$ cat config.mk
export PLATFORM = sky130hd
export DESIGN_NAME = hamming_window
export DESIGN_NICKNAME = d
export VERILOG_FILES = /design/src/verilog/window_pkg.sv /design/src/verilog/hamming_window.sv
export VERILOG_INCLUDE_DIRS = /design/src /design/src/verilog
export SDC_FILE = /design/constraint.sdc
export NUM_CORES = 1
export LEC_CHECK = 0
export ABC_CLOCK_PERIOD_IN_PS = 2100
export BUFFER_PORTS_ARGS = -buffer_cell sky130_fd_sc_hd__buf_2
export CAP_MARGIN = 25
export CORE_UTILIZATION = 59
export CTS_BUF_LIST = sky130_fd_sc_hd__clkbuf_8
export CTS_CLUSTER_DIAMETER = 100
export DETAILED_ROUTE_END_ITERATION = 7
export PLACE_DENSITY = 0.77
export SYNTH_ARGS = -nofsm -noshare
export SYNTH_HDL_FRONTEND = slang
export SYNTH_SLANG_ARGS = --single-unit
$ cat constraint.sdc
create_clock -name clk -period 2.1 [get_ports clk]
set_clock_uncertainty 0.15 [all_clocks]
set_input_delay 0.315 -clock clk [delete_from_list [all_inputs] [get_ports clk]]
set_output_delay 0.315 -clock clk [all_outputs]
set_load 0.1 [all_outputs]
$ cat src/verilog/window_config.svh
`ifndef WINDOW_CONFIG_SVH
`define WINDOW_CONFIG_SVH

// Samples per analysis frame
`define FRAME_LEN   306

`define SAMPLE_W    16
`define COEF_W      16

// Coefficients are Q1.15, so the product is scaled back by 15 bits
`define COEF_SHIFT  15

// Sink buffer depth seen from the window unit
`define OUT_CREDITS 4

// Wide enough to index FRAME_LEN entries
`define PTR_W       9

`endif

$ cat src/verilog/window_pkg.sv
`include "window_config.svh"

package window_pkg;

    typedef logic signed [`SAMPLE_W-1:0] sample_t;

    typedef logic signed [`COEF_W-1:0] coef_t;

    // Position of a sample inside one frame
    typedef logic [`PTR_W-1:0] frame_ptr_t;

    // Window unit sequencer
    typedef enum logic [1:0] {
        IDLE,
        CALC,
        DRAIN,
        FINISH
    } win_state_t;

endpackage

$ cat src/verilog/hamming_window.sv
`timescale 1ns/1ns
`include "window_config.svh"

module hamming_window
    import window_pkg::*;
(
    input  logic       clk,
    input  logic       rst_n,
    input  logic       frame_avail_i,
    input  sample_t    rd_sample_i,
    input  coef_t      coef_i,
    input  logic       credit_return_i,
    output logic       rd_en_o,
    output frame_ptr_t rd_ptr_o,
    output logic       frame_release_o,
    output logic       out_valid_o,
    output sample_t    win_sample_o,
    output logic       frame_last_o,
    output logic       done_o
);
    localparam int         CRED_W   = $clog2(`OUT_CREDITS + 1);
    localparam frame_ptr_t LAST_PTR = frame_ptr_t'(`FRAME_LEN - 1);

    win_state_t        state;
    frame_ptr_t        rd_ptr;
    logic [CRED_W-1:0] credits;
    logic              issue;
    logic              last_rd;
    logic              s1_valid;
    logic              s1_last;

    logic signed [`SAMPLE_W+`COEF_W-1:0] product;
    logic signed [`SAMPLE_W+`COEF_W-1:0] shifted;

    // One read per cycle, each one holding a slot in the sink
    assign issue   = (state == CALC) && (credits != '0);
    assign last_rd = issue && (rd_ptr == LAST_PTR);

    assign rd_en_o         = issue;
    assign rd_ptr_o        = rd_ptr;
    assign frame_release_o = last_rd; // Bank is handed back with its last read
    assign done_o          = (state == FINISH);

    always_ff @(posedge clk or negedge rst_n) begin
        if (!rst_n) begin
            state  <= IDLE;
            rd_ptr <= '0;
        end else begin
            case (state)
                IDLE: begin
                    if (frame_avail_i) begin
                        state <= CALC;
                    end
                end
                CALC: begin
                    if (last_rd) begin
                        rd_ptr <= '0;
                        state  <= DRAIN;
                    end else if (issue) begin
                        rd_ptr <= rd_ptr + 1'b1;
                    end
                end
                DRAIN: begin
                    // Last windowed sample is on the output this cycle
                    if (frame_last_o) begin
                        state <= FINISH;
                    end
                end
                FINISH: begin
                    state <= IDLE;
                end
                default: begin
                    state <= IDLE;
                end
            endcase
        end
    end

    always_ff @(posedge clk or negedge rst_n) begin
        if (!rst_n) begin
            credits <= CRED_W'(`OUT_CREDITS);
        end else begin
            credits <= credits - CRED_W'(issue) + CRED_W'(credit_return_i);
        end
    end

    // Stage one is the memory and ROM read, stage two the product register
    assign product = rd_sample_i * coef_i;
    assign shifted = product >>> `COEF_SHIFT;

    always_ff @(posedge clk or negedge rst_n) begin
        if (!rst_n) begin
            s1_valid     <= 1'b0;
            s1_last      <= 1'b0;
            out_valid_o  <= 1'b0;
            frame_last_o <= 1'b0;
        end else begin
            s1_valid     <= issue;
            s1_last      <= last_rd;
            out_valid_o  <= s1_valid;
            frame_last_o <= s1_last;
        end
    end

    always_ff @(posedge clk) begin
        if (s1_valid) begin
            win_sample_o <= shifted[`SAMPLE_W-1:0]; // Truncate back to sample width
        end
    end

    // A sink that returns more credits than it was given breaks the count
    assert property (@(posedge clk) disable iff (!rst_n)
        credits <= CRED_W'(`OUT_CREDITS))
    else $error("hamming_window: credit count above %0d", `OUT_CREDITS);

    // An output still holds the credit reserved for it, so the count cannot be full
    assert property (@(posedge clk) disable iff (!rst_n)
        out_valid_o |-> (credits < CRED_W'(`OUT_CREDITS)))
    else $error("hamming_window: output without a reserved credit");

endmodule

==> reports/metrics.json <==
{
  "critical_path.most_common_cell": {"value": "sky130_fd_sc_hd__fa_1"},
  "cp.depth": {"value": 23},
  "dp.cells": {"value": 1502},
  "placed_cell_area": {"value": 0.0125, "unit": "mm2"},
  "num_vias": {"value": 8343},
  "critPathCaptureType": {"value": "flip-flop"},
  "report.final.slew_viol_count": {"value": 0},
  "fraction_of_layout_instances_using_a_drive_strength_above_1": {"value": 0.303},
  "fp.dieW": {"value": 137, "unit": "um"},
  "placement.io_buffers": {"value": 65},
  "final_nets": {"value": 1695},
  "cts_root_buf": {"value": "sky130_fd_sc_hd__clkbuf_8"},
  "cp_data_required_time": {"value": 2.05, "unit": "ns"},
  "layout_worst_path_cycle_share": {"value": 2.68},
  "tritoncts": {"value": "yes"},
  "clock_path_buffers": {"value": 2},
  "core-area": {"value": 0.0175, "unit": "mm2"},
  "dieHeight": {"value": 137, "unit": "um"},
  "gr-total-overflow": {"value": 0},
  "proportion_of_netlist_area_held_by_the_largest_area_contributor": {"value": 0.480},
  "placement_rows": {"value": 48},
  "drt.antenna.violating_nets": {"value": 0},
  "antenna-diode-count": {"value": 0},
  "failing_checks": {"value": "negative setup slack"},
  "gp_congestion": {"value": 0.902},
  "routed_wire_length_per_instance": {"value": 18.5, "unit": "um"},
  "cts-htree-levels": {"value": 2},
  "class_of_the_tightest_hold_or_removal_check": {"value": "in2reg"},
  "antenna_found_initial": {"value": 0},
  "postSynthCellCount": {"value": 1113},
  "cp_cell_sequence": {"value": "buf_8, nand2_2, inv_2, fa_2, buf_4, fa_1, inv_1, fa_1, inv_1, fa_1, fa_1, inv_1, fa_1, inv_1, ha_4, nand4_1, nor2_2, buf_6, o2111ai_4, a21oi_4, o221ai_2, nor2b_4, o311ai_1"},
  "criticalPathCategory": {"value": "in2reg"},
  "finalNonFillerCells": {"value": 1544},
  "finalHoldWorstSlack": {"value": 0.144, "unit": "ns"},
  "setup_ws": {"value": -3.54, "unit": "ns"},
  "insertion_delay_of_the_later_clocked_pin_in_the_worst_skew_pair": {"value": 0.28, "unit": "ns"},
  "route.final.wire_length": {"value": 28.6, "unit": "mm"},
  "stdcell_area": {"value": 0.0137, "unit": "mm2"},
  "drtIter0Drc": {"value": 442},
  "mostFrequentLayoutCell": {"value": "sky130_fd_sc_hd__inv_1"},
  "maxCapViolCount": {"value": 0},
  "timing.final.hold_violations": {"value": 0},
  "final_cell_mix": {"value": "sky130_fd_sc_hd__inv_1 (267), sky130_fd_sc_hd__fa_1 (228), sky130_fd_sc_hd__buf_4 (136)"},
  "syn-mean-instance-area": {"value": 9.60, "unit": "um2"},
  "synth-seq-cells": {"value": 34},
  "timing.final.setup_violations": {"value": 17},
  "ios": {"value": 66},
  "worst_setup_hold_path_clk_slew": {"value": 0.07, "unit": "ns"},
  "first_global_vias": {"value": 9489},
  "critical_path.top_delay_family": {"value": "adder cells"},
  "crit_buf_inv": {"value": 8},
  "drc": {"value": 0},
  "multi_input_comb_area": {"value": 0.00917, "unit": "mm2"},
  "outcome": {"value": "finished, violations left"},
  "postSynthNetCount": {"value": 1490},
  "tritoncts.num_buffers": {"value": 5},
  "firstDrtPassIters": {"value": 5},
  "slew_headroom": {"value": 0.497},
  "critPathSlowestCell": {"value": "sky130_fd_sc_hd__fa_2"},
  "timing.hold.worst_path_depth": {"value": 2},
  "global_route.usage.total": {"value": 0.318},
  "timing.final.crit_period": {"value": 5.64, "unit": "ns"},
  "cts_num_sinks": {"value": 34},
  "dpl.hpwl": {"value": 22.0, "unit": "mm"},
  "worstPathMaxFanout": {"value": 8},
  "netlist-cell-type-count": {"value": 52},
  "floorplan.die_area": {"value": 0.0187, "unit": "mm2"},
  "global_route_wire_length_before_repair": {"value": 44.6, "unit": "mm"},
  "num-fill-cells": {"value": 1074},
  "largest_net_degree_at_the_start_of_global_routing": {"value": 19},
  "dominantRegCellSynth": {"value": "sky130_fd_sc_hd__dfrtp_1"},
  "synth_async_sr_flop_share": {"value": 0.529},
  "synth_largest_area_cell": {"value": "sky130_fd_sc_hd__fa_1"},
  "synth_area_leaders": {"value": "sky130_fd_sc_hd__fa_1 (48%), sky130_fd_sc_hd__inv_1 (10%), sky130_fd_sc_hd__ha_1 (10%), sky130_fd_sc_hd__and2_1 (7.0%), sky130_fd_sc_hd__nand2_1 (4.9%)"},
  "regArea": {"value": 952, "unit": "um2"},
  "synth-edff-count": {"value": 16},
  "floorplan.initialDensity": {"value": 0.611},
  "unrepaired_setup_endpoints_after_global_routing": {"value": "true"},
  "start_kind": {"value": "input port"},
  "yosysSeqAreaShare": {"value": 0.0872},
  "slew_at_the_pin_with_the_worst_max_slew_slack": {"value": 0.755, "unit": "ns"},
  "ys.warnings.count": {"value": 0},
  "area_growth": {"value": 27.8, "unit": "%"},
  "mappedNetlistArea": {"value": 0.0107, "unit": "mm2"},
  "critPathArrivalTime": {"value": 5.59, "unit": "ns"},
  "highest_attainable_clock_frequency": {"value": 0.177, "unit": "GHz"},
  "post_dr_vias_cell": {"value": 5.40},
  "timing.critical_path.slowest_cell_delay": {"value": 0.52, "unit": "ns"},
  "timing.reg2reg.worst_path_depth": {"value": 9}
}
[sequential cells by signal, summed over array words and instances (netlist names)]
register / cells
rd_ptr_o: 9
s1_valid: 1
out_valid_o: 1
state: 2
win_sample_o: 16
credits: 3
s1_last: 1
frame_last_o: 1
[synth_stat cells, types with 9 or more instances]
cell                       count
sky130_fd_sc_hd__nand2_1     139
sky130_fd_sc_hd__edfxtp_1     16
sky130_fd_sc_hd__o21ai_0       9
sky130_fd_sc_hd__xor2_1       11
sky130_fd_sc_hd__fa_1        256
sky130_fd_sc_hd__inv_1       296
sky130_fd_sc_hd__xnor2_1      25
sky130_fd_sc_hd__clkbuf_1     31
sky130_fd_sc_hd__nor2_1       18
sky130_fd_sc_hd__nand4_1       9
sky130_fd_sc_hd__a21oi_1      18
sky130_fd_sc_hd__and2_1      119
sky130_fd_sc_hd__dfrtp_1      17
sky130_fd_sc_hd__ha_1         85
[final timing paths]
kind                                      start          endpoint  slack [ns]
worst min-delay path            credit_return_i        credits[0]        0.14
worst max-delay path            rd_sample_i[15]  win_sample_o[14]       -3.54
worst max register to register       credits[0]        credits[2]       -0.02
worst min register to register          s1_last      frame_last_o        0.21
min in group asynchronous                 rst_n          state[0]        0.35
max in group asynchronous                 rst_n       rd_ptr_o[0]        1.11
[routing by layer]
layer,part of all wire,GRT usage,vias to the layer above
met1,0.35,0.350,4251
met3,0.048,0.0422,128
met2,0.54,0.591,298
li1,-,-,3666
met4,0.065,0.172,0
met5,0,0,-
[per-stage QoR]
| stage | utilization | setup TNS [ns] | setup slack (ns) |
|---|---|---|---|
| floorplan | - | -54.39 | -3.57 |
| global placement | 0.715 | -58.13 | -3.81 |
| detailed placement | 0.715 | -59.32 | -3.93 |
| CTS | 0.759 | -51.82 | -3.40 |
| global route | 0.781 | -55.46 | -3.69 |
| finish | 0.781 | -53.00 | -3.54 |
[cell type report]
class / count / share of cell area
sequential: 34 / 0.0697
clock buffer: 5 / 0.00504
inverter: 297 / 0.0824
timing repair buffer: 231 / 0.149
clock inverter: 3 / 0.00119
multi-input combinational: 749 / 0.672
tap: 225 / 0.0206
[worst register-to-register path, delay by kind of cell, from the launching register on]
kind,cells,cell delay [ns]
buf+inv,3,0.25
xor+xnor,2,0.28
compound gates,1,0.28
flops,1,0.41
fa+ha+maj,3,0.68
[cell families (layout without fill, tap and decap cells)]
logic type	Yosys count	after routing	synth area share
DFF	34	34	0.0872
xor gates and xnor gates	36	36	0.0295
AOI/OAI and AO/OA	58	58	0.0377
muxes	1	1	0.000937
adders and majority gates	341	341	0.579
and+or+nand+nor	313	313	0.149
buffers and inverters	330	536	0.117
[repair_timing]
action | CTS | global route
setup endpoints to repair | 19 | 21
gates resized for setup | 131 | 81
pin swaps | 60 | 38
endpoints found under the hold margin | 17 | 0
buffers inserted | 20 | 12
gates cloned | 2 | 0
hold buffers | 1 | 0
Power is not shown: default switching activity piles up to over one toggle a cycle in this logic, so the estimate is an artifact.
